<file path="src/rtl/axi_tlb_pkg.sv">
// shared widths, page-table entry layout, response codes and channel structs for the read translator
package axi_tlb_pkg;

	// address split
	localparam int ADDR_W     = 64;
	localparam int PAGE_OFS_W = 12;
	localparam int VPN_W      = 52;

	// axi channel fields
	localparam int ID_W   = 16;
	localparam int LEN_W  = 8;
	localparam int SIZE_W = 3;
	localparam int DATA_W = 512;

	// page table geometry
	localparam int PTE_W         = 64;
	localparam int PTES_PER_LINE = 8;
	localparam int PPN_W         = 24;
	localparam int TAG_W         = 36;
	localparam int PT_INDEX_W    = 21;
	localparam int LINE_OFS_W    = $clog2(DATA_W / 8);

	// table sits above every page reachable through a 24-bit ppn
	localparam logic [ADDR_W-1:0] PT_BASE      = 64'h0000_0010_0000_0000;
	// 64 bytes per beat
	localparam logic [SIZE_W-1:0] PT_LINE_SIZE = 3'b110;

	// entry bit positions
	localparam int PTE_PRESENT_BIT = 0;
	localparam int PTE_READ_BIT    = 1;
	localparam int PTE_PPN_LSB     = 4;
	localparam int PTE_TAG_LSB     = 28;

	// metadata, page and result queues
	localparam int QUEUE_LD = 4;

	typedef enum logic [1:0] {
		RESP_OKAY   = 2'b00,
		RESP_SLVERR = 2'b10
	} axi_resp_e;

	// one read request
	typedef struct packed {
		logic [ID_W-1:0]   id;
		logic [ADDR_W-1:0] addr;
		logic [LEN_W-1:0]  len;
		logic [SIZE_W-1:0] size;
	} ar_req_t;

	// request fields held while the translation is pending
	typedef struct packed {
		logic [ID_W-1:0]       id;
		logic [LEN_W-1:0]      len;
		logic [SIZE_W-1:0]     size;
		logic [PAGE_OFS_W-1:0] ofs;
	} ar_meta_t;

	// translation result, ppn already zero-extended
	typedef struct packed {
		logic [VPN_W-1:0] ppn;
		logic             ok;
	} xlate_t;

	// one read data beat
	typedef struct packed {
		logic [ID_W-1:0]   id;
		logic [DATA_W-1:0] data;
		axi_resp_e         resp;
		logic              last;
	} r_beat_t;

endpackage

</file>
<file path="src/rtl/phys_read_arbiter.sv">
// shares the physical read port between page-table fetches and data reads, tagging source in id bit 0
`timescale 1ns/100ps

module phys_read_arbiter import axi_tlb_pkg::*; (
	input  ar_req_t pt_ar,
	input  logic    pt_ar_valid,
	output logic    pt_ar_ready,
	output r_beat_t pt_r,
	output logic    pt_r_valid,
	input  logic    pt_r_ready,
	input  ar_req_t data_ar,
	input  logic    data_ar_valid,
	output logic    data_ar_ready,
	output r_beat_t data_r,
	output logic    data_r_valid,
	input  logic    data_r_ready,
	output ar_req_t phys_ar,
	output logic    phys_ar_valid,
	input  logic    phys_ar_ready,
	input  r_beat_t phys_r,
	input  logic    phys_r_valid,
	output logic    phys_r_ready
);

	logic    r_to_data;
	r_beat_t r_down;

	// page-table fetch has priority
	always_comb begin
		if (pt_ar_valid) begin
			phys_ar    = pt_ar;
			phys_ar.id = {pt_ar.id[ID_W-2:0], 1'b0};
		end else begin
			phys_ar    = data_ar;
			phys_ar.id = {data_ar.id[ID_W-2:0], 1'b1};
		end
	end

	assign phys_ar_valid = pt_ar_valid || data_ar_valid;
	assign pt_ar_ready   = phys_ar_ready;
	assign data_ar_ready = phys_ar_ready && !pt_ar_valid;

	// returning beats steered by the source bit
	assign r_to_data = phys_r.id[0];

	always_comb begin
		r_down    = phys_r;
		r_down.id = {1'b0, phys_r.id[ID_W-1:1]};
	end

	assign pt_r         = r_down;
	assign data_r       = r_down;
	assign pt_r_valid   = phys_r_valid && !r_to_data;
	assign data_r_valid = phys_r_valid && r_to_data;
	assign phys_r_ready = r_to_data ? data_r_ready : pt_r_ready;

endmodule

</file>
<file path="config.mk">
export PLATFORM = sky130hd
export DESIGN_NAME = phys_read_arbiter
export DESIGN_NICKNAME = d
export VERILOG_FILES = /design/src/rtl/axi_tlb_pkg.sv /design/src/rtl/phys_read_arbiter.sv
export SDC_FILE = /design/constraint.sdc
export NUM_CORES = 1
export LEC_CHECK = 0
export BUFFER_PORTS_ARGS = -buffer_cell sky130_fd_sc_hd__buf_4
export CORE_AREA = 2 2 730 732
export DETAILED_ROUTE_END_ITERATION = 8
export DIE_AREA = 0 0 732 734
export PLACE_DENSITY_LB_ADDON = 0.3
export SYNTH_ARGS = -nofsm -noshare
export SYNTH_HDL_FRONTEND = slang
export SYNTH_SLANG_ARGS = --single-unit
</file>
<file path="constraint.sdc">
create_clock -name vclk -period 0.8
set_clock_uncertainty 0.15 [all_clocks]
set_input_delay 0.04 -clock vclk [all_inputs]
set_output_delay 0.04 -clock vclk [all_outputs]
set_load 0.01 [all_outputs]
</file>
# ---- After elaboration in Yosys (flattened, before gate mapping)
# Index checks and enable logic that the tools add are counted.
# W data, S select, Z words.
dict set report totals {
  out_inout_bits 1159
  mem_count 0
  latch_bits 0
  reg_bits 0
  ram_bits 0
  mem_bits_ro 0
}
dict set report classes {
  n_addsub 0
  mux 2
  n_shift 0
  mul 0
  n_reduce_logical 6
  n_eq_ne 0
  n_bitwise 0
  div_mod_pow 0
  magnitude_cmp 0
}
# op n
set ops {}
lappend ops {{$mux W91} 1}
lappend ops {{$logic_and A1 B1 Y1} 3}
lappend ops {{$logic_not A1 Y1} 2}
lappend ops {{$logic_or A1 B1 Y1} 1}
lappend ops {{$mux W1} 1}

# ---- Longest topological paths before layout
dict set report depth {
  depth_word 2
  ltp_mapped 3
  depth_no_buf 1
}

# ---- Worst setup path after synthesis
# Ideal clock, no wire load.
dict set report synth_path {
  kind {input to output}
  startpoint {input port pt_ar_valid}
  endpoint {output port phys_ar[20] (netlist bit)}
  n_path_buf 2
  stages 3
  arrival_ns 0.703
  setup_slack_ns -0.093
  path_cell_list {buf_4 -> buf_6 -> mux2_4}
}
# item line
set synth_rtl {}
lappend synth_rtl {{start: declaration} phys_read_arbiter.sv:6} ;# input logic pt_ar_valid,
lappend synth_rtl {{end: declaration} phys_read_arbiter.sv:17} ;# output ar_req_t phys_ar,

==> flow_summary_export.csv <==
group,metric,value,unit
yosys,synth.cell_area,9385,um2
worst_setup_path,crit_path_start,"pt_ar_valid",
yosys,yosysWarningCount,0,
worst_setup_path,startpoint_type,"primary input",
cells_and_area,final_cells,7670,
drt,postRouteAntennaNets,0,
yosys,yosysUniqueCellTypes,10,
grt,grt_overflow,0,
timing,fin_crit_sh,146.8,%
worst_setup_path,crit_required,0.61,ns
drt,wl,369.5,mm
cells_and_area,nFlopsAndLatches,0,
cells_and_area,fill_cells,63100,
timing,final-setup-viol-count,125,
pwr,p_total,9.098,mW
die,core_area,530100,um2
timing,timing.final.ws_setup,-0.3744,ns
pwr,powerDensity,558.3,nW/um2
timing,drv_slew,0,
timing,fmax,851.5,MHz
cells_and_area,area_growth,73.63,%
yosys,yosysSeqAreaShare,0,%
timing,holdWs,-0.06999,ns
cells_and_area,final_nets,1334,
timing,period_minus_slack,1.174,ns
grt,grt_pass1_wl,385.6,mm
grt,antenna_found_initial,157,
worst_setup_path,worstSetupEndpointType,"output port",
drt,dr.pass1.iters,6,
pwr,cellLeakagePower,4.739,nW
cells_and_area,design_area,16300,um2
place,post-place-cells,7415,
cells_and_area,seqCellArea,0,um2
worst_setup_path,criticalPathCategory,"primary input to output port",
place,io_buffers,284,
drt,drc,0,
drt,drt-initial-drc-count,536,
die,initial_core_util,1.770,%
grt,grt_max_degree,21,
worst_setup_path,crit_arrival,0.98,ns
timing,tightest_slew,0.8848,ns
drt,wl_per_cell,48.18,um
place,place_hpwl,346.6,mm
grt,first_global_vias,5773,
die,die-area,537300,um2
pwr,vdd_drop_max,0.2505,mV
place,pre_cts_slack,-0.4848,ns
cells_and_area,layout-drive-gt1-share,80.75,%
timing,maxSlewHeadroom,40.92,%
yosys,syn_inst,1170,
die,core.rowCount,268,
cells_and_area,nClkBuffers,0,
timing,rsz0062_at_grt,"true",
drt,viasPerCell,0.9048,
run_status,outcome,"finished, violations left",
die,die_y,734,um
die,die_x,732,um
run,drv_cap,0,
grt,track_usage,13.08,%
drt,dr_total_vias,6940,
min_path,hp-class,"primary input to output port",
die,io_pins,1878,
worst_setup_path,crit_end,"phys_ar[10]",
worst_setup_path,crit_path_max_fanout,6,
run_status,failed_checks,"hold timing, setup timing",
place,dpl_cell_area,12370,um2
yosys,syn_area_per_cell,8.022,um2
timing,final-hold-violation-count,638,
place,gp_congestion,0.7904,
[kinds of logic after synthesis]
family / share of synthesized area [%]
multiplexers: 13.60
buffers and inverters: 86.10
other: 0.03996
AND/OR/NAND/NOR: 0.2667
[synthesized netlist by cell type]
cell | n | area share, %
mux2_4 | 67 | 11
buf_6 | 7 | 0.84
and2_1 | 1 | 0.067
inv_1 | 1 | 0.040
mux2_2 | 24 | 2.9
or2_2 | 1 | 0.067
conb_1 | 1 | 0.040
buf_4 | 1064 | 85
buf_2 | 2 | 0.11
nor2b_1 | 2 | 0.13
[critical path, cell delays in order]
cell and delay, ns:
buf_16 0.13, buf_16 0.16, clkbuf_16 0.19, mux2_4 0.31, buf_6 0.12
[what timing repair did]
item,4_1_cts,5_1_grt
hold buffers,184,23
endpoints found under the setup margin,94,328
endpoints found under the hold margin,1052,692
cloned,3,4
gates resized for setup,62,239
setup buffers,5,1
[where the power goes]
group / switching (mW) / leakage [nW] / internal, mW
combinational: 5.79 / 4.74 / 3.31
sequential: 0 / 0 / 0
clock: 0 / 0.000235 / 0.00000653
total: 5.79 / 4.74 / 3.31
[metrics by stage]
| stage | TNS, ns | util (%) |
|---|---|---|
| CTS | -114.63 | 2.876 |
| global route | -29.75 | 3.070 |
| global placement | -35.35 | 2.333 |
| detailed placement | -33.63 | 2.333 |
| floorplan | -1.136 | - |
| finish | -29.66 | 3.074 |
[per-layer routing]
metal | up-vias | GRT usage (%) | share of wire [%]
met2 | 2428 | 18.36 | 40
li1 | 1493 | - | -
met3 | 428 | 23.65 | 38
met1 | 2565 | 6.520 | 18
met5 | - | 0.2822 | 0.12
met4 | 26 | 5.016 | 4.5
[placed cells by master (no fill, tap or decap), drive strengths merged]
master	n
dlymetal6s4s	48
nor2b	2
diode	37
dlymetal6s2s	64
and2	1
conb	2
buf	395
or2	1
mux2	91
clkbuf	8
inv	1
[how the worst min path moves through the flow]
stage	start	endpoint	slack [ns]	depth (start not counted)
after floorplan	phys_r[515]	pt_r_valid	-0.02	1
after global placement	phys_r[148]	data_r[148]	-0.07	0
after detailed placement	phys_r[148]	data_r[148]	-0.07	0
after CTS	phys_r[158]	data_r[158]	-0.07	0
after global routing	phys_r[497]	pt_r[497]	-0.07	0
final	phys_r[228]	data_r[228]	-0.07	0
[cell type report]
class,instances,area [um2],share of cell area (%)
diodes,37,92.59,0.5682
multi-input cells,97,1386,8.507
inverters,1,3.754,0.02303
well taps,7020,8783,53.90
repair buffers,515,6030,37.00
Power figures use the tool's default switching activity.
