===== src/rtl/axi_tlb_pkg.sv =====
// shared widths, page-table entry layout, response codes and channel structs for the read translator
package axi_tlb_pkg;

	// address split
	localparam int ADDR_W     = 64;
	localparam int PAGE_OFS_W = 12;
	localparam int VPN_W      = 52;

	// axi channel fields
	localparam int ID_W   = 16;
	localparam int LEN_W  = 8;
	localparam int SIZE_W = 3;
	localparam int DATA_W = 512;

	// page table geometry
	localparam int PTE_W         = 64;
	localparam int PTES_PER_LINE = 8;
	localparam int PPN_W         = 24;
	localparam int TAG_W         = 36;
	localparam int PT_INDEX_W    = 21;
	localparam int LINE_OFS_W    = $clog2(DATA_W / 8);

	// table sits above every page reachable through a 24-bit ppn
	localparam logic [ADDR_W-1:0] PT_BASE      = 64'h0000_0010_0000_0000;
	// 64 bytes per beat
	localparam logic [SIZE_W-1:0] PT_LINE_SIZE = 3'b110;

	// entry bit positions
	localparam int PTE_PRESENT_BIT = 0;
	localparam int PTE_READ_BIT    = 1;
	localparam int PTE_PPN_LSB     = 4;
	localparam int PTE_TAG_LSB     = 28;

	// metadata, page and result queues
	localparam int QUEUE_LD = 4;

	typedef enum logic [1:0] {
		RESP_OKAY   = 2'b00,
		RESP_SLVERR = 2'b10
	} axi_resp_e;

	// one read request
	typedef struct packed {
		logic [ID_W-1:0]   id;
		logic [ADDR_W-1:0] addr;
		logic [LEN_W-1:0]  len;
		logic [SIZE_W-1:0] size;
	} ar_req_t;

	// request fields held while the translation is pending
	typedef struct packed {
		logic [ID_W-1:0]       id;
		logic [LEN_W-1:0]      len;
		logic [SIZE_W-1:0]     size;
		logic [PAGE_OFS_W-1:0] ofs;
	} ar_meta_t;

	// translation result, ppn already zero-extended
	typedef struct packed {
		logic [VPN_W-1:0] ppn;
		logic             ok;
	} xlate_t;

	// one read data beat
	typedef struct packed {
		logic [ID_W-1:0]   id;
		logic [DATA_W-1:0] data;
		axi_resp_e         resp;
		logic              last;
	} r_beat_t;

endpackage


===== src/rtl/sync_fifo.sv =====
// synchronous first-word-fall-through FIFO; the head entry shows on rd_data whenever not empty
`timescale 1ns/100ps

module sync_fifo #(
	parameter int WIDTH     = 8,
	parameter int LOG_DEPTH = 4
) (
	input  logic             clk,
	input  logic             rst,
	input  logic             wr_en,
	input  logic [WIDTH-1:0] wr_data,
	output logic             full,
	input  logic             rd_en,
	output logic [WIDTH-1:0] rd_data,
	output logic             empty
);

	localparam int DEPTH = 1 << LOG_DEPTH;

	logic [WIDTH-1:0]   mem [DEPTH];
	logic [LOG_DEPTH:0] wr_ptr;
	logic [LOG_DEPTH:0] rd_ptr;
	logic               do_wr;
	logic               do_rd;

	assign do_wr = wr_en && !full;
	assign do_rd = rd_en && !empty;

	// extra pointer bit tells full from empty
	assign empty = (wr_ptr == rd_ptr);
	assign full  = (wr_ptr[LOG_DEPTH] != rd_ptr[LOG_DEPTH]) &&
	               (wr_ptr[LOG_DEPTH-1:0] == rd_ptr[LOG_DEPTH-1:0]);

	assign rd_data = mem[rd_ptr[LOG_DEPTH-1:0]];

	always_ff @(posedge clk) begin
		if (rst) begin
			wr_ptr <= '0;
			rd_ptr <= '0;
		end else begin
			if (do_wr) begin
				wr_ptr <= wr_ptr + 1'b1;
			end
			if (do_rd) begin
				rd_ptr <= rd_ptr + 1'b1;
			end
		end
	end

	always_ff @(posedge clk) begin
		if (do_wr) begin
			mem[wr_ptr[LOG_DEPTH-1:0]] <= wr_data;
		end
	end

endmodule


===== src/rtl/tlb_ctrl.sv =====
// translator control; queues client reads, pairs them with translations, forwards or faults each burst
`timescale 1ns/100ps

module tlb_ctrl import axi_tlb_pkg::*; (
	input  logic             clk,
	input  logic             rst,
	input  ar_req_t          ar,
	input  logic             ar_valid,
	output logic             ar_ready,
	output r_beat_t          r,
	output logic             r_valid,
	input  logic             r_ready,
	output logic [VPN_W-1:0] vpn_req,
	output logic             vpn_req_valid,
	input  logic             vpn_req_ready,
	input  xlate_t           xlate,
	input  logic             xlate_valid,
	output logic             xlate_ready,
	output ar_req_t          data_ar,
	output logic             data_ar_valid,
	input  logic             data_ar_ready,
	input  r_beat_t          data_r,
	input  logic             data_r_valid,
	output logic             data_r_ready
);

	// one entry per paired burst, in client order
	typedef struct packed {
		logic [ID_W-1:0]  id;
		logic [LEN_W-1:0] len;
		logic             fwd;
	} out_entry_t;

	logic             ar_fire;
	ar_meta_t         meta_in;
	ar_meta_t         meta_head;
	logic             mq_full;
	logic             mq_empty;
	logic             pq_full;
	logic             pq_empty;
	logic             pair_avail;
	logic             pair_go;
	out_entry_t       out_in;
	out_entry_t       out_head;
	logic             oq_full;
	logic             oq_empty;
	logic             r_fire;
	logic [LEN_W-1:0] beat_cnt;

	// both queues take the request together
	assign ar_ready = !mq_full && !pq_full;
	assign ar_fire  = ar_valid && ar_ready;

	assign meta_in.id   = ar.id;
	assign meta_in.len  = ar.len;
	assign meta_in.size = ar.size;
	assign meta_in.ofs  = ar.addr[PAGE_OFS_W-1:0];

	sync_fifo #(.WIDTH($bits(ar_meta_t)), .LOG_DEPTH(QUEUE_LD)) meta_q (
		.clk(clk), .rst(rst),
		.wr_en(ar_fire), .wr_data(meta_in), .full(mq_full),
		.rd_en(pair_go), .rd_data(meta_head), .empty(mq_empty)
	);

	sync_fifo #(.WIDTH(VPN_W), .LOG_DEPTH(1)) page_q (
		.clk(clk), .rst(rst),
		.wr_en(ar_fire), .wr_data(ar.addr[ADDR_W-1:PAGE_OFS_W]), .full(pq_full),
		.rd_en(vpn_req_valid && vpn_req_ready), .rd_data(vpn_req), .empty(pq_empty)
	);

	assign vpn_req_valid = !pq_empty;

	// pair head metadata with head translation
	assign pair_avail    = !mq_empty && xlate_valid && !oq_full;
	assign pair_go       = pair_avail && (!xlate.ok || data_ar_ready);
	assign xlate_ready   = pair_go;
	assign data_ar_valid = pair_avail && xlate.ok;

	assign data_ar.id   = meta_head.id;
	assign data_ar.addr = {xlate.ppn, meta_head.ofs};
	assign data_ar.len  = meta_head.len;
	assign data_ar.size = meta_head.size;

	assign out_in.id  = meta_head.id;
	assign out_in.len = meta_head.len;
	assign out_in.fwd = xlate.ok;

	sync_fifo #(.WIDTH($bits(out_entry_t)), .LOG_DEPTH(QUEUE_LD)) out_q (
		.clk(clk), .rst(rst),
		.wr_en(pair_go), .wr_data(out_in), .full(oq_full),
		.rd_en(r_fire && r.last), .rd_data(out_head), .empty(oq_empty)
	);

	// forwarded bursts pass through, faults are generated here
	always_comb begin
		r.id = out_head.id;
		if (out_head.fwd) begin
			r.data = data_r.data;
			r.resp = data_r.resp;
			r.last = data_r.last;
		end else begin
			r.data = '0;
			r.resp = RESP_SLVERR;
			r.last = (beat_cnt == out_head.len);
		end
	end

	assign r_valid      = !oq_empty && (!out_head.fwd || data_r_valid);
	assign data_r_ready = !oq_empty && out_head.fwd && r_ready;
	assign r_fire       = r_valid && r_ready;

	// beat position within the current burst
	always_ff @(posedge clk) begin
		if (rst) begin
			beat_cnt <= '0;
		end else if (r_fire) begin
			if (r.last) begin
				beat_cnt <= '0;
			end else begin
				beat_cnt <= beat_cnt + 1'b1;
			end
		end
	end

endmodule


===== config.mk =====
export PLATFORM = sky130hd
export DESIGN_NAME = tlb_ctrl
export DESIGN_NICKNAME = d
export VERILOG_FILES = /design/src/rtl/axi_tlb_pkg.sv /design/src/rtl/sync_fifo.sv /design/src/rtl/tlb_ctrl.sv
export SDC_FILE = /design/constraint.sdc
export NUM_CORES = 1
export LEC_CHECK = 0
export BUFFER_PORTS_ARGS = -buffer_cell sky130_fd_sc_hd__buf_4
export CELL_PAD_IN_SITES_DETAIL_PLACEMENT = 0
export CELL_PAD_IN_SITES_GLOBAL_PLACEMENT = 1
export CORE_AREA = 2 2 535 537
export CTS_BUF_LIST = sky130_fd_sc_hd__clkbuf_16
export CTS_CLUSTER_DIAMETER = 120
export DETAILED_ROUTE_END_ITERATION = 10
export DIE_AREA = 0 0 537 539
export PLACE_DENSITY_LB_ADDON = 0.1
export SLEW_MARGIN = 10
export SYNTH_ARGS = -nofsm -noshare
export SYNTH_HDL_FRONTEND = slang
export SYNTH_SLANG_ARGS = --single-unit

===== constraint.sdc =====
create_clock -name clk -period 5.05 [get_ports clk]
set_input_delay 1.01 -clock clk [delete_from_list [all_inputs] [get_ports clk]]
set_output_delay 1.01 -clock clk [all_outputs]
set_load 0.005 [all_outputs]

# After elaboration in Yosys (flattened, before gate mapping)
# Memories as Yosys holds them, arrays and structs flattened. A register that Yosys moved wholly into a read port is not among the register bits.
# Cells that the tools add are included.
# word_totals
register_bits	32
latch_bits	0
ram_bits	1128
rom_bits	0
inputBits	683
out_inout_bits	680
mem_count	3
# classes
n_addsub	7
multipliers	0
div	0
order_cmp	0
n_eq_ne	10
n_shift	0
n_mux	14
bitwise_logic	0
n_reduce_logical	31
# mem_list
name	words	width	rd	rd_ports_with_merged_regs	wr	line	source
meta_q.mem	16	39	1	1	1	sync_fifo.sv:20	logic [WIDTH-1:0] mem [DEPTH];
out_q.mem	16	25	1	1	1	sync_fifo.sv:20	
page_q.mem	2	52	1	1	1	sync_fifo.sv:20	
# op_table
op	count
515-bit 2-to-1 mux	1
1-bit logical AND	21
5-bit by 1-bit adder with 5-bit output, second input constant	4
4-bit 2-to-1 mux	4
5-bit == test	2
8-bit by 1-bit adder with 8-bit output, second input constant	1
4-bit == test	2
8-bit == test	1
1-bit logical NOT	8
1-bit 2-to-1 mux	8
8-bit 2-to-1 mux	1
2-bit by 1-bit adder with 2-bit output, second input constant	2
1-bit != test	3
2-bit == test	1
1-bit logical OR	2
1-bit == test	1

# Depth between registers and ports, before layout
# depth
word_depth	8
mapped_depth	12

# By module
# From an unflattened synthesis, not the netlist that was laid out.
# unflattened
cells_unflattened	2523
hier_area_um2	48868.1
# by_module_without_submodules
module	instances	cells_per_inst	area_per_inst_um2	seq_area_each_um2
sync_fifo at meta_q	1	968	24448.4	19018.2
sync_fifo at out_q	1	659	15946.5	12291.8
tlb_ctrl	1	701	4450.5	160.2
sync_fifo at page_q	1	195	4022.6	3223.1

# Worst setup path before layout
# Ideal clock, no wire load.
# synth_path
path_type	register to register
from	register meta_q.wr_ptr[2]
to	memory meta_q.mem[3][0] (netlist bit), enable pin
arrival_ns	4.338
required_time_ns	4.566
slack_ns	0.228
path_stages_with_launch	9
synth_period_minus_slack_ns	4.822
cell_sequence	dfxtp_1 -> clkbuf_1 -> xor2_1 -> nor4_1 -> a22oi_1 -> and2_1 -> clkbuf_1 -> nand2_1 -> nor3_1
# synth_via
elab_chain_len	8
# synth_rtl
item	line	source
from (decl)	sync_fifo.sv:21	logic [LOG_DEPTH:0] wr_ptr;
from (signal assigned)	sync_fifo.sv:42	wr_ptr <= wr_ptr + 1'b1;
4-bit == test	sync_fifo.sv:32	(wr_ptr[LOG_DEPTH-1:0] == rd_ptr[LOG_DEPTH-1:0]);
1-bit logical AND	sync_fifo.sv:31	assign full = (wr_ptr[LOG_DEPTH] != rd_ptr[LOG_DEPTH]) &&
1-bit logical NOT	tlb_ctrl.sv:51	assign ar_ready = !mq_full && !pq_full;
1-bit logical AND	tlb_ctrl.sv:51	
net ar_ready	tlb_ctrl.sv:9	output logic ar_ready,
1-bit logical AND	tlb_ctrl.sv:52	assign ar_fire = ar_valid && ar_ready;
1-bit logical AND	sync_fifo.sv:26	assign do_wr = wr_en && !full;
1-bit 2-to-1 mux	sync_fifo.sv:51	if (do_wr) begin
1-bit 2-to-1 mux (implied by the code)	sync_fifo.sv:52	mem[wr_ptr[LOG_DEPTH-1:0]] <= wr_data;
to (decl)	sync_fifo.sv:20	
# The timed path passes the listed nets, and every way through them passes these cells.

==> qor.txt <==
status - completed
Rows - 196
Hold Vio Cnt, Final - 0
Worst Skew - 0.0677 ns
Worst-path clk slew - 0.06 ns
Clock Path Buffers - 4
CTS tree - done
asr flop ratio synth - 0%
antenna violations before repair - 124
EDFF count, synth - 1128
WHS - 0.389 ns
cell area power density - 411 nW/um^2
antenna viol nets, final - 0
Static Leak - 23.7 nW
fin cells - 7756
Syn Inst Count - 2533
HP Start - ar[69]
Synth Cell Area - 48200 sq um
Slew HR - 35.8%
min Tclk post-route - 4.80 ns
number of buffers created by CTS - 153
gr ovfl total - 0
Worst R2R Path Depth - 9
top cells by count, synth - edfxtp_1, and2_1, mux4_2
Num Clock Sinks - 1169
gr usage total - 19.1%
Net Count, Synth - 3227
via count - 29400
Final GP Congestion - 1.02
die extent in x - 537 um
synthesized area per cell - 19.0 sq um
global-route wire length before repair - 356 mm
Starting Density - 17.0%
r2r setup slk - 1.50 ns
Hold EP - page_q.mem[1][46]
Total Wirelength - 285 mm
r2r endpoint - beat_cnt[7]
top_reg_cell synth - edfxtp_1
IO buf count - 1242
mean routed wirelength per cell - 36.7 um
later-pin clock latency in the skew report - 0.81 ns
register bit total from synthesis - 1169
first-iteration detailed-routing DRC count - 2174
Synth area leader - edfxtp_1
vias in the first global route - 29900
fin nets - 4547
hold path depth - 1
main area contributors after synthesis - edfxtp_1, mux4_2, and2_1, dfxtp_1, mux2_2
critical path fanouts, max - 22
CTS root buf - clkbuf_16
die area - 289000 sq um
Seq/Total Area, Yosys - 72.0%
critical path class - register to output pin
crit path DAT - 3.79 ns
Unique masters post-synth - 53
Least-Margin Pin Slew - 0.963 ns
final instance area - 67500 sq um
placed cell areas - 62800 sq um
Core ar. - 284000 sq um
Final TNS setup - 0 ns
maximum vdd drop - 0.234 mV
Worst setup EP type - output pin
H-tree Lvls - 4
RSZ-0062 raised after global routing - false
period utilization - 95.1%
MaxCap Viol Count - 0
first drt pass iteration count - 5
share of layout cells above drive strength 1 - 49.4%
P&R area growth vs syn - 39.9%
Crit path required time - 4.04 ns
HPWL after detailed placement - 221 mm
Hold Crit Class - input pin to register
Final setup viols - 0
largest net degree at the start of global routing - 161
Chip Height - 539 um
DRC viols - 0
DR vias/cell - 3.80
top-area cell type share of the netlist area - 70.3%
dpl cells - 7459
io pins - 1363
critical path startpoint category - register
highest clock rate - 208 MHz
most common cell in the netlist - edfxtp_1
Ys Warns - 0
max-slew violation count - 0
-- critical path, cell delays in order, from the launching register on --
cell,delay [ns]
dfxtp_4,0.66
mux4_2,0.56
mux2i_1,0.26
mux2i_4,0.22
a31oi_1,0.33
nand4_1,0.14
o31a_1,0.38
inv_1,0.20
buf_4,0.22
-- worst max path at each step --
stage | depth (start not counted) | slack, ns | to | start
after floorplan | 8 | 0.23 | meta_q.mem[3][0] | meta_q.wr_ptr[2]
after global placement | 8 | 0.80 | r[0] | register
after detailed placement | 8 | 0.80 | r[0] | register
after CTS | 9 | 0.02 | r[0] | register
after global routing | 8 | 0.01 | r[0] | register
final | 8 | 0.25 | r[0] | register
-- metal layers --
metal	track usage [%]	wire length (um)
met1	26.1	130000
met2	29.9	129000
met3	5.19	18400
met4	4.70	8000
met5	0.0999	54
-- flip-flops by register name, indices dropped and copies added, names as in the netlist, named ones only --
register and flops:
page_q.rd_ptr 2, meta_q.mem 624, page_q.mem 104, beat_cnt 8
meta_q.wr_ptr 5, out_q.wr_ptr 5, page_q.wr_ptr 2, out_q.mem 400
out_q.rd_ptr 5, meta_q.rd_ptr 5
-- placed cells by master, fill, tap and decap left out, types with 7 or more instances in the layout --
| master | Yosys | final |
|---|---|---|
| buf_4 | 55 | 1337 |
| edfxtp_1 | 1128 | 1128 |
| and2_1 | 516 | 516 |
| mux4_2 | 291 | 291 |
| clkbuf_16 | 0 | 156 |
| mux2_2 | 62 | 62 |
| inv_1 | 10 | 44 |
| nor2_1 | 59 | 35 |
| clkinv_1 | 0 | 35 |
| mux2i_1 | 34 | 33 |
| dfxtp_1 | 41 | 33 |
| diode_2 | 0 | 32 |
| xor2_1 | 26 | 26 |
| nand2_1 | 25 | 25 |
| buf_12 | 0 | 25 |
| nor2_4 | 0 | 24 |
| clkinv_2 | 0 | 17 |
| xnor2_1 | 15 | 15 |
| ha_1 | 11 | 11 |
| nand2b_1 | 10 | 10 |
| a21oi_1 | 11 | 10 |
| nand3_1 | 9 | 9 |
| nand4_1 | 8 | 8 |
| a22oi_1 | 8 | 8 |
| nor3_2 | 0 | 8 |
| dfxtp_4 | 0 | 7 |
| inv_6 | 0 | 7 |
-- per-stage QoR --
step           worst slack [ns]  utilization, %  total power [mW]
4_1_cts                  0.0243            23.7              28.4
3_3_place_gp              0.802            22.1              18.1
3_5_place_dp              0.796            22.1              18.0
6_report                  0.249            23.8              27.7
2_1_floorplan             0.228               -              14.0
5_1_grt                 0.00991            23.7              29.0
-- area by class of cell --
class	count	area [sq um]
Tap cell	3762	4710
Inverter	10	37.5
Fill cell	29700	217000
Sequential cell	1169	34700
Antenna cell	32	80.1
Multi-Input combinational cell	1155	12700
Clock buffer	156	3900
Timing Repair Buffer	1364	10600
Clock inverter	108	687
-- cells by family after synthesis --
family                   share of synthesized area [%]
flip-flops                                        72.0
AO/OA/AOI/OAI                                    0.737
adder cells (fa/ha/maj)                          0.285
multiplexers                                      16.0
buffers and inverters                             2.12
AND/OR/NAND/NOR                                   8.13
XOR/XNOR                                         0.745
-- repair_timing --
item / CTS / global route
gates cloned: 0 / 0
gates resized for setup: 0 / 1
setup buffers: 1 / 0
hold buffers: 0 / 0
setup endpoints to repair: 1 / 1
-- report_power, final --
part	internal [mW]	leakage (nW)	switching [mW]	total (mW)
Sequential	11.3	10.5	0.179	11.5
Combinational	2.61	10.7	3.47	6.08
Clock	5.85	2.38	4.29	10.1
Note: power is estimated with default switching activity, not from simulation.
