[src/rtl/axi_tlb_pkg.sv]
// shared widths, page-table entry layout, response codes and channel structs for the read translator
package axi_tlb_pkg;

	// address split
	localparam int ADDR_W     = 64;
	localparam int PAGE_OFS_W = 12;
	localparam int VPN_W      = 52;

	// axi channel fields
	localparam int ID_W   = 16;
	localparam int LEN_W  = 8;
	localparam int SIZE_W = 3;
	localparam int DATA_W = 512;

	// page table geometry
	localparam int PTE_W         = 64;
	localparam int PTES_PER_LINE = 8;
	localparam int PPN_W         = 24;
	localparam int TAG_W         = 36;
	localparam int PT_INDEX_W    = 21;
	localparam int LINE_OFS_W    = $clog2(DATA_W / 8);

	// table sits above every page reachable through a 24-bit ppn
	localparam logic [ADDR_W-1:0] PT_BASE      = 64'h0000_0010_0000_0000;
	// 64 bytes per beat
	localparam logic [SIZE_W-1:0] PT_LINE_SIZE = 3'b110;

	// entry bit positions
	localparam int PTE_PRESENT_BIT = 0;
	localparam int PTE_READ_BIT    = 1;
	localparam int PTE_PPN_LSB     = 4;
	localparam int PTE_TAG_LSB     = 28;

	// metadata, page and result queues
	localparam int QUEUE_LD = 4;

	typedef enum logic [1:0] {
		RESP_OKAY   = 2'b00,
		RESP_SLVERR = 2'b10
	} axi_resp_e;

	// one read request
	typedef struct packed {
		logic [ID_W-1:0]   id;
		logic [ADDR_W-1:0] addr;
		logic [LEN_W-1:0]  len;
		logic [SIZE_W-1:0] size;
	} ar_req_t;

	// request fields held while the translation is pending
	typedef struct packed {
		logic [ID_W-1:0]       id;
		logic [LEN_W-1:0]      len;
		logic [SIZE_W-1:0]     size;
		logic [PAGE_OFS_W-1:0] ofs;
	} ar_meta_t;

	// translation result, ppn already zero-extended
	typedef struct packed {
		logic [VPN_W-1:0] ppn;
		logic             ok;
	} xlate_t;

	// one read data beat
	typedef struct packed {
		logic [ID_W-1:0]   id;
		logic [DATA_W-1:0] data;
		axi_resp_e         resp;
		logic              last;
	} r_beat_t;

endpackage

[src/rtl/sync_fifo.sv]
// synchronous first-word-fall-through FIFO; the head entry shows on rd_data whenever not empty
`timescale 1ns/100ps

module sync_fifo #(
	parameter int WIDTH     = 8,
	parameter int LOG_DEPTH = 4
) (
	input  logic             clk,
	input  logic             rst,
	input  logic             wr_en,
	input  logic [WIDTH-1:0] wr_data,
	output logic             full,
	input  logic             rd_en,
	output logic [WIDTH-1:0] rd_data,
	output logic             empty
);

	localparam int DEPTH = 1 << LOG_DEPTH;

	logic [WIDTH-1:0]   mem [DEPTH];
	logic [LOG_DEPTH:0] wr_ptr;
	logic [LOG_DEPTH:0] rd_ptr;
	logic               do_wr;
	logic               do_rd;

	assign do_wr = wr_en && !full;
	assign do_rd = rd_en && !empty;

	// extra pointer bit tells full from empty
	assign empty = (wr_ptr == rd_ptr);
	assign full  = (wr_ptr[LOG_DEPTH] != rd_ptr[LOG_DEPTH]) &&
	               (wr_ptr[LOG_DEPTH-1:0] == rd_ptr[LOG_DEPTH-1:0]);

	assign rd_data = mem[rd_ptr[LOG_DEPTH-1:0]];

	always_ff @(posedge clk) begin
		if (rst) begin
			wr_ptr <= '0;
			rd_ptr <= '0;
		end else begin
			if (do_wr) begin
				wr_ptr <= wr_ptr + 1'b1;
			end
			if (do_rd) begin
				rd_ptr <= rd_ptr + 1'b1;
			end
		end
	end

	always_ff @(posedge clk) begin
		if (do_wr) begin
			mem[wr_ptr[LOG_DEPTH-1:0]] <= wr_data;
		end
	end

endmodule

[src/rtl/pte_walker.sv]
// page-table walker; fetches one line per virtual page and returns translations in request order
`timescale 1ns/100ps

module pte_walker import axi_tlb_pkg::*; (
	input  logic             clk,
	input  logic             rst,
	input  logic [VPN_W-1:0] vpn_req,
	input  logic             vpn_req_valid,
	output logic             vpn_req_ready,
	output ar_req_t          pt_ar,
	output logic             pt_ar_valid,
	input  logic             pt_ar_ready,
	input  r_beat_t          pt_r,
	input  logic             pt_r_valid,
	output logic             pt_r_ready,
	output xlate_t           xlate,
	output logic             xlate_valid,
	input  logic             xlate_ready
);

	logic                                  pvq_full;
	logic                                  pvq_empty;
	logic [VPN_W-1:0]                      pvq_head;
	logic                                  laq_full;
	logic                                  laq_empty;
	logic [ADDR_W-1:0]                     laq_head;
	logic [ADDR_W-1:0]                     line_addr;
	logic [PT_INDEX_W+LINE_OFS_W-1:0]      line_index;
	logic                                  req_fire;
	logic                                  pt_r_fire;
	logic                                  xlate_fire;
	logic                                  rq_empty;
	logic [QUEUE_LD:0]                     held;
	logic                                  line_valid;
	logic [DATA_W-1:0]                     line_data;
	logic [VPN_W-1:0]                      line_vpn;
	logic                                  line_ok;
	logic [PTES_PER_LINE-1:0]              hit;
	logic [PTES_PER_LINE-1:0][PPN_W-1:0]   hit_ppn;
	logic [PPN_W-1:0]                      ppn_merge;
	xlate_t                                result;

	assign vpn_req_ready = !pvq_full && !laq_full;
	assign req_fire      = vpn_req_valid && vpn_req_ready;

	// low vpn bits pick the 64-byte line
	assign line_index = {vpn_req[PT_INDEX_W-1:0], {LINE_OFS_W{1'b0}}};
	assign line_addr  = PT_BASE | {{(ADDR_W-PT_INDEX_W-LINE_OFS_W){1'b0}}, line_index};

	sync_fifo #(.WIDTH(VPN_W), .LOG_DEPTH(QUEUE_LD)) pending_vpn_q (
		.clk(clk), .rst(rst),
		.wr_en(req_fire), .wr_data(vpn_req), .full(pvq_full),
		.rd_en(pt_r_fire), .rd_data(pvq_head), .empty(pvq_empty)
	);

	sync_fifo #(.WIDTH(ADDR_W), .LOG_DEPTH(QUEUE_LD)) line_addr_q (
		.clk(clk), .rst(rst),
		.wr_en(req_fire), .wr_data(line_addr), .full(laq_full),
		.rd_en(pt_ar_valid && pt_ar_ready), .rd_data(laq_head), .empty(laq_empty)
	);

	always_comb begin
		pt_ar.id   = '0;
		pt_ar.addr = laq_head;
		pt_ar.len  = '0;
		pt_ar.size = PT_LINE_SIZE;
	end
	assign pt_ar_valid = !laq_empty;

	// held counts lines taken but not yet handed out, so it tops out at the queue depth
	assign pt_r_ready = !pvq_empty && !held[QUEUE_LD];
	assign pt_r_fire  = pt_r_valid && pt_r_ready;
	assign xlate_fire = xlate_valid && xlate_ready;

	always_ff @(posedge clk) begin
		if (rst) begin
			held       <= '0;
			line_valid <= 1'b0;
		end else begin
			line_valid <= pt_r_fire;
			if (pt_r_fire && !xlate_fire) begin
				held <= held + 1'b1;
			end else if (!pt_r_fire && xlate_fire) begin
				held <= held - 1'b1;
			end
		end
	end

	always_ff @(posedge clk) begin
		if (pt_r_fire) begin
			line_data <= pt_r.data;
			line_vpn  <= pvq_head;
			line_ok   <= (pt_r.resp == RESP_OKAY);
		end
	end

	// eight entry checks side by side
	for (genvar g = 0; g < PTES_PER_LINE; g++) begin : g_check
		logic [PTE_W-1:0] pte;
		assign pte = line_data[g*PTE_W +: PTE_W];
		assign hit[g] = pte[PTE_PRESENT_BIT] && pte[PTE_READ_BIT] &&
		                (line_vpn == {{(VPN_W-TAG_W){1'b0}}, pte[PTE_TAG_LSB +: TAG_W]});
		assign hit_ppn[g] = hit[g] ? pte[PTE_PPN_LSB +: PPN_W] : '0;
	end

	always_comb begin
		ppn_merge = '0;
		for (int i = 0; i < PTES_PER_LINE; i++) begin
			ppn_merge |= hit_ppn[i];
		end
	end

	// a line fetched with an error never translates
	assign result.ok  = line_ok && (|hit);
	assign result.ppn = {{(VPN_W-PPN_W){1'b0}}, ppn_merge};

	sync_fifo #(.WIDTH($bits(xlate_t)), .LOG_DEPTH(QUEUE_LD)) result_q (
		.clk(clk), .rst(rst),
		.wr_en(line_valid), .wr_data(result), .full(),
		.rd_en(xlate_fire), .rd_data(xlate), .empty(rq_empty)
	);

	assign xlate_valid = !rq_empty;

endmodule

[config.mk]
export PLATFORM = sky130hd
export DESIGN_NAME = pte_walker
export DESIGN_NICKNAME = d
export VERILOG_FILES = /design/src/rtl/axi_tlb_pkg.sv /design/src/rtl/sync_fifo.sv /design/src/rtl/pte_walker.sv
export SDC_FILE = /design/constraint.sdc
export NUM_CORES = 2
export LEC_CHECK = 0
export ABC_AREA = 0
export BUFFER_PORTS_ARGS = -buffer_cell sky130_fd_sc_hd__buf_2
export CAP_MARGIN = 20
export CORE_ASPECT_RATIO = 2
export CORE_MARGIN = 3
export CORE_UTILIZATION = 56
export CTS_CLUSTER_SIZE = 40
export DETAILED_ROUTE_END_ITERATION = 8
export PLACE_DENSITY = 0.75
export SYNTH_ARGS = -nofsm -noshare
export SYNTH_HDL_FRONTEND = slang
export SYNTH_HIERARCHICAL = 1
export SYNTH_SLANG_ARGS = --single-unit
export TNS_END_PERCENT = 50
[constraint.sdc]
create_clock -name clk -period 21.1 [get_ports clk]
set_input_delay 6.33 -clock clk [delete_from_list [all_inputs] [get_ports clk]]
set_output_delay 6.33 -clock clk [all_outputs]
set_load 0.05 [all_outputs]
Word level (Yosys, flattened, before mapping)
Memories as Yosys holds them, arrays and structs flattened. A register that Yosys moved wholly into a read port is not among the register bits.
Index checks and enable logic that the tools add are counted.
{"block": "word_totals", "register_bits": 549, "latchBits": 0, "ram_bits": 1568, "mem_bits_ro": 0, "n_memories": 3}
{"block": "op_classes", "add_sub_neg": 8, "n_mul": 0, "div_mod_pow": 0, "magnitude_cmp": 0, "n_eq_ne": 17, "shifts": 0, "mux": 20, "bitwise": 7, "reduce_logical": 46}
{"memory": "pending_vpn_q.mem", "words": 16, "word_bits": 52, "rd": 1, "rd_ports_with_merged_regs": 1, "write_ports": 1, "line_no": "sync_fifo.sv:20", "source": "logic [WIDTH-1:0] mem [DEPTH];"}
{"memory": "result_q.mem", "words": 16, "word_bits": 25, "rd": 1, "rd_ports_with_merged_regs": 1, "write_ports": 1, "line_no": "sync_fifo.sv:20"}
{"memory": "line_addr_q.mem", "words": 16, "word_bits": 21, "rd": 1, "rd_ports_with_merged_regs": 1, "write_ports": 1, "line_no": "sync_fifo.sv:20"}
{"operator": "equality test 52 x 36 -> 1 bit", "n": 8}
{"operator": "two-way mux 24 bit", "n": 8}
{"operator": "OR 24 bit", "n": 7}
{"operator": "adder 5 x 1 -> 5 bit (second input constant)", "n": 7}
{"operator": "logical AND 1 bit", "n": 34}
{"operator": "two-way mux 4 bit", "n": 4}
{"operator": "equality test 5 bit", "n": 3}
{"operator": "equality test 4 bit", "n": 3}
{"operator": "two-way mux 5 bit", "n": 2}
{"operator": "zero test 1 bit", "n": 9}
{"operator": "OR reduction 8 bit", "n": 1}
{"operator": "two-way mux 1 bit", "n": 6}
{"operator": "subtractor 5 x 1 -> 5 bit (second input constant)", "n": 1}
{"operator": "inequality test 1 bit", "n": 3}
{"operator": "zero test 2 bit", "n": 1}
{"operator": "nonzero test 2 bit", "n": 1}

Longest topological paths before layout
{"block": "logic_depth", "word_depth": 10, "ltp_mapped": 16, "ltp_nobuf": 15}

Cells and area by module
The synthesis kept the hierarchy.
{"mod": "sync_fifo (line_addr_q)", "instances": 1, "cells_each": 1521, "area_each_um2": 39311.5, "seq_area_each_um2": 31029.8}
{"mod": "sync_fifo (result_q)", "instances": 1, "cells_each": 1279, "area_each_um2": 32723.9, "seq_area_each_um2": 25744.7}
{"mod": "sync_fifo (pending_vpn_q)", "instances": 1, "cells_each": 1256, "area_each_um2": 32090.8, "seq_area_each_um2": 25264.2}
{"mod": "pte_walker", "instances": 1, "cells_each": 1291, "area_each_um2": 22335.2, "seq_area_each_um2": 16605.9}

Least setup slack after synthesis
Ideal clock, no wire load.
{"block": "synth_timing", "path_type": "input port to flip-flop", "from": "input port pt_r_valid", "to": "register held[4]", "setup_time_ns": 0.070, "arrival_time_ns": 21.661, "required_ns": 21.030, "setup_slack_ns": -0.631, "stages": 9, "cell_sequence": "and2_1 > ha_1 > inv_1 > fa_1 > a21o_1 > a21oi_1 > xnor2_1 > or3_1 > a21oi_1"}
{"block": "synth_via", "elab_chain_cells": 4, "word_cells_on_any_way": 6, "classes_between": "mux (1); reduce/logical (5)"}
{"item": "start: declaration", "line_no": "pte_walker.sv:14", "source": "input logic pt_r_valid,"}
{"item": "logical AND 1 bit (*)", "line_no": "pte_walker.sv:72", "source": "assign pt_r_fire = pt_r_valid && pt_r_ready;"}
{"item": "zero test 1 bit", "line_no": "pte_walker.sv:83", "source": "end else if (!pt_r_fire && xlate_fire) begin"}
{"item": "logical AND 1 bit", "line_no": "pte_walker.sv:83"}
{"item": "nonzero test 2 bit (no line)"}
{"item": "end signal: assignment", "line_no": "pte_walker.sv:82", "source": "held <= held + 1'b1;"}
{"item": "end signal: assignment", "line_no": "pte_walker.sv:84", "source": "held <= held - 1'b1;"}
{"item": "end: declaration", "line_no": "pte_walker.sv:33", "source": "logic [QUEUE_LD:0] held;"}
Every way passes the cells marked *; elsewhere a longest branch is shown, timed or not.
A chain may end at the register's enable or synchronous reset.

==> metrics list <==
- Together, buffers and inverters on the worst path number 3.
- Entering global routing, the biggest net connects 142 pins.
* Routed wirelength normalized by instance count: 30.6 um
- Via density: 5.87
- Input and output buffers added on the ports amount to 676.
* Number of instances in the synthesized netlist: 5347
* Number of antenna violations at the first check in global routing: 48
- The clock reaches the later pin of the worst-skew pair after 0.85 ns.
* WL final: 322000 um
- CTS tree: yes
- The area growth from synthesis to layout is 16.0%.
- Crit path kind: reg -> out
* Final setup vio count: 0
- Summed instance area of the synthesized netlist: 126000 um^2
- The layout has 14400 filler cells.
- Mux cell area share after synthesis: 0.152
- Path class of the lowest-slack min-delay path: reg -> reg
- Mean area per synthesized cell: 23.7 um^2
* Clock transition at the registers of the reported paths: 0.06 ns
- The congestion estimate from routability-driven global placement came to 0.870.
* Post-Route Skew: 0.0535 ns
- Summing all non-filler instances in the final layout gives an area of 147000 um^2.
* Crit path max fanout: 50
- Share of the yosys chip area belonging to registers: 0.780
- Gates resized during post-CTS repair numbered 0.
- Deepest clock path buffer count: 4
- In the global route stage, overall resource usage came out at 0.280.
- Number of synthesized flops with an enable pin: 3253
- Of the total synthesized cell area, the portion taken by full adders, half adders and majority gates is 0.00204.
- Clock tree synthesis selected as its root buffer the cell sky130_fd_sc_hd__clkbuf_16.
- Max-cap violations in this run came to 0.
- Launching element type of the critical path: flop
- Derived from the worst setup path, the maximum achievable clock frequency is 88.5 MHz.
- Max Transition Viols Final: 0
* Number of DRC markers after the initial detailed-route iteration: 7245
* Synth warn: 6
* Sequential Area: 98700 um^2
- The share of total power dissipated in the clock network is 0.369.
- In the finished design, the share of the clock period the worst path needs comes to 0.535.
- Measured on the finished design, the core utilization comes to 0.653.
- By area, the combinational part of the netlist is dominated by multiplexers.
- The H-tree was split into 5 levels.
- Cell internal power was estimated by the tool at 10.9 mW.
* Die width: 342 um
- Of the total power, the share spent switching nets is 0.231.
* Final-stage net count: 7920
* First-pass GRT wire length: 457000 um
- On the worst path, the slowest cell contributes a delay of 0.88 ns.
* Total global routing overflow: 0
- The compound-cell area share of the yosys netlist came to 0.00907.
- STA classifies the critical path endpoint as an output pin.
* Rel. slew slack: 0.234
- Flip-flop and latch count after synthesis: 3301
- The clock period could shrink to 11.30 ns.
- Switching component of the power: 3.25 mW
- On the critical path the largest part of the delay comes from buffers and inverters.
- Setup repair after global routing missed its margin: no
- For this design, the slowest cell found on the critical path is sky130_fd_sc_hd__buf_4.
- Number of buffers created by CTS: 283
- Number of different library cells in the post-synthesis netlist: 53
* Via count of the first global-routing pass: 65700
- Of the cells placed in the final design, the portion with a size suffix greater than 1 is 0.289.
- Summed over all cells, the static leakage comes to 47.5 nW.
* Length of the first detailed-routing pass in iterations: 5
- Die ar.: 232000 um^2
- For met3 alone, demand over resource in global routing was 0.0678.
- Met1 Resource Use GR: 0.337
- Chain of cells forming the critical path: buf_4 > buf_4 > mux4_2 > mux4_2 > buf_2
* Clock Sinks: 3301
- Core Rows: 246
- Top flip-flop cell by instance count after synthesis: sky130_fd_sc_hd__edfxtp_1
- I/O Pins: 737
- Required time of the critical path: 14.77 ns
- Sequential share of power: 0.540
- The count of final hold-check violations is 0.
* Measured slew at the worst slew-check pin: 1.15 ns
- Die Y: 678 um
- Layer with the highest usage: met2
- Met2 Use GR: 0.483
* Area share of and/or/nand/nor cells after synthesis: 0.0179
* Combinational power share: 0.091
- Once detailed placement completed, the half-perimeter wirelength came to 188000 um.
- Setup TNS: 0 ns
* Post-route antenna net violation count: 0
- The initial utilization of the core area, before any placement, comes to 0.563.
* Xor and xnor fraction of the mapped netlist area: 0.0214
* Highest ir drop seen on vdd: 0.0000839 V
- Once layout is complete, the cells apart from fillers number 10500.
* Data arrival time of the critical path: 4.97 ns
* Power per cell area: 96.2 nW/um^2
* Number of placed cells counting well taps: 9995
- For this run, asynchronously set or reset flops after synthesis account for 0.
* Placed standard-cell area: 137000 um^2
- # hold bufs at CTS: 0
* Setup fix buffers added after clock tree synthesis: 0
- In this run the standard cell core region covers 225000 um^2.
* Total via count in the routed design: 61800
- Worst hold slack after final layout: 0.505 ns
- Multi-input gate area in the final layout: 30200 um^2
* Result of the run: complete, no violations
- Remaining DRCs: 0
## flip-flops by register name, summed over array words and instances (netlist names), named ones only
signal and count:
pending_vpn_q/wr_ptr 5, result_q/rd_ptr 5, result_q/mem 848, line_valid 1
line_addr_q/rd_ptr 5, line_addr_q/mem 1024, held 5, pending_vpn_q/rd_ptr 5
line_vpn 52, result_q/wr_ptr 5, line_addr_q/wr_ptr 5, pending_vpn_q/mem 832
line_data 496, line_ok 1
## cell type report
type / count / area share
Antenna cell: 34 / 0.000580
Clock buffer: 345 / 0.0506
Clock inverter: 158 / 0.0118
Inverter: 56 / 0.00143
Multi-Input combinational cell: 2851 / 0.206
Sequential cell: 3301 / 0.673
Tap cell: 2976 / 0.0254
Timing Repair Buffer: 818 / 0.0314
## stage by stage
| stage | setup WS (ns) | power, mW |
|---|---|---|
| global route | 9.34 | 14.5 |
| finish | 9.80 | 14.1 |
| floorplan | 5.95 | 8.64 |
| CTS | 9.59 | 14.2 |
| detailed placement | 10.14 | 9.02 |
| global placement | 10.29 | 8.99 |
## Yosys cell counts (all sizes together) (4+ instances only)
cell / count / share of area
edfxtp: 3253 / 0.77
ha: 19 / 0.0019
nand3: 49 / 0.0020
mux2i: 7 / 0.00055
o311ai: 12 / 0.00083
o2111ai: 4 / 0.00028
dfxtp: 48 / 0.0076
xnor2: 303 / 0.021
nor3: 8 / 0.00062
nor2: 33 / 0.00098
nor4: 23 / 0.0024
a211oi: 6 / 0.00036
xor2: 6 / 0.00042
a311o: 6 / 0.00047
and3: 39 / 0.0019
and4: 19 / 0.0013
and2: 5 / 0.00025
nand2: 11 / 0.00033
o21ai: 7 / 0.00028
nor2b: 11 / 0.00054
a21oi: 21 / 0.00086
clkbuf: 93 / 0.0028
buf: 207 / 0.013
inv: 53 / 0.0016
mux4: 845 / 0.15
mux2: 15 / 0.0013
a22oi: 48 / 0.0028
o2111a: 24 / 0.0021
nand4: 149 / 0.0075
## tightest hold or removal path, cell delays in order (launching register included)
cell	delay, ns
sky130_fd_sc_hd__dfxtp_1	0.33
sky130_fd_sc_hd__a21oi_1	0.07
sky130_fd_sc_hd__nor2_1	0.07
## worst paths after layout
check                          start        endpoint  slack (ns)  cells past startpoint
min reg2reg                  held[3]         held[3]        0.51                      2
min                          held[3]         held[3]        0.51                      2
max reg2reg  pending_vpn_q/wr_ptr[2]  line_data[101]       14.93                     11
max                             flop       xlate[13]        9.80                      5
## per-layer routing
| layer | routed length, um | up-vias |
|---|---|---|
| met2 | 167000 | 3559 |
| met5 | 152 | - |
| met4 | 15000 | 28 |
| met3 | 33500 | 762 |
| met1 | 106000 | 32000 |
| li1 | - | 25500 |
## kinds of logic (layout without fill, tap and decap cells)
family / Yosys count / count (layout)
DFF: 3301 / 3301
muxes: 867 / 867
buffers and inverters: 356 / 1377
and+or+nand+nor: 349 / 349
xor gates and xnor gates: 309 / 309
AOI/OAI and AO/OA: 143 / 143
adders and majority gates: 20 / 20
other: 2 / 1197
## power groups by stage
stage / Sequential [mW] / Combinational [mW] / Clock [mW]
6_report: 7.61 / 1.29 / 5.21
3_5_place_dp: 7.75 / 1.27 / 0
4_1_cts: 7.61 / 1.28 / 5.30
3_3_place_gp: 7.74 / 1.25 / 0
5_1_grt: 7.63 / 1.37 / 5.53
2_1_floorplan: 7.74 / 0.897 / 0
## layout by cell type (no fill, tap or decap), types with 36 or more instances in the layout
master	instances
sky130_fd_sc_hd__nand3_1	48
sky130_fd_sc_hd__inv_1	52
sky130_fd_sc_hd__clkbuf_1	55
sky130_fd_sc_hd__mux4_2	841
sky130_fd_sc_hd__dfxtp_1	36
sky130_fd_sc_hd__xnor2_1	303
sky130_fd_sc_hd__conb_1	1163
sky130_fd_sc_hd__clkbuf_16	286
sky130_fd_sc_hd__clkinv_1	41
sky130_fd_sc_hd__clkinv_2	45
sky130_fd_sc_hd__nand4_1	148
sky130_fd_sc_hd__edfxtp_1	3253
sky130_fd_sc_hd__buf_2	677
sky130_fd_sc_hd__buf_4	131
sky130_fd_sc_hd__a22oi_1	48
Power figures use the tool's default switching activity.
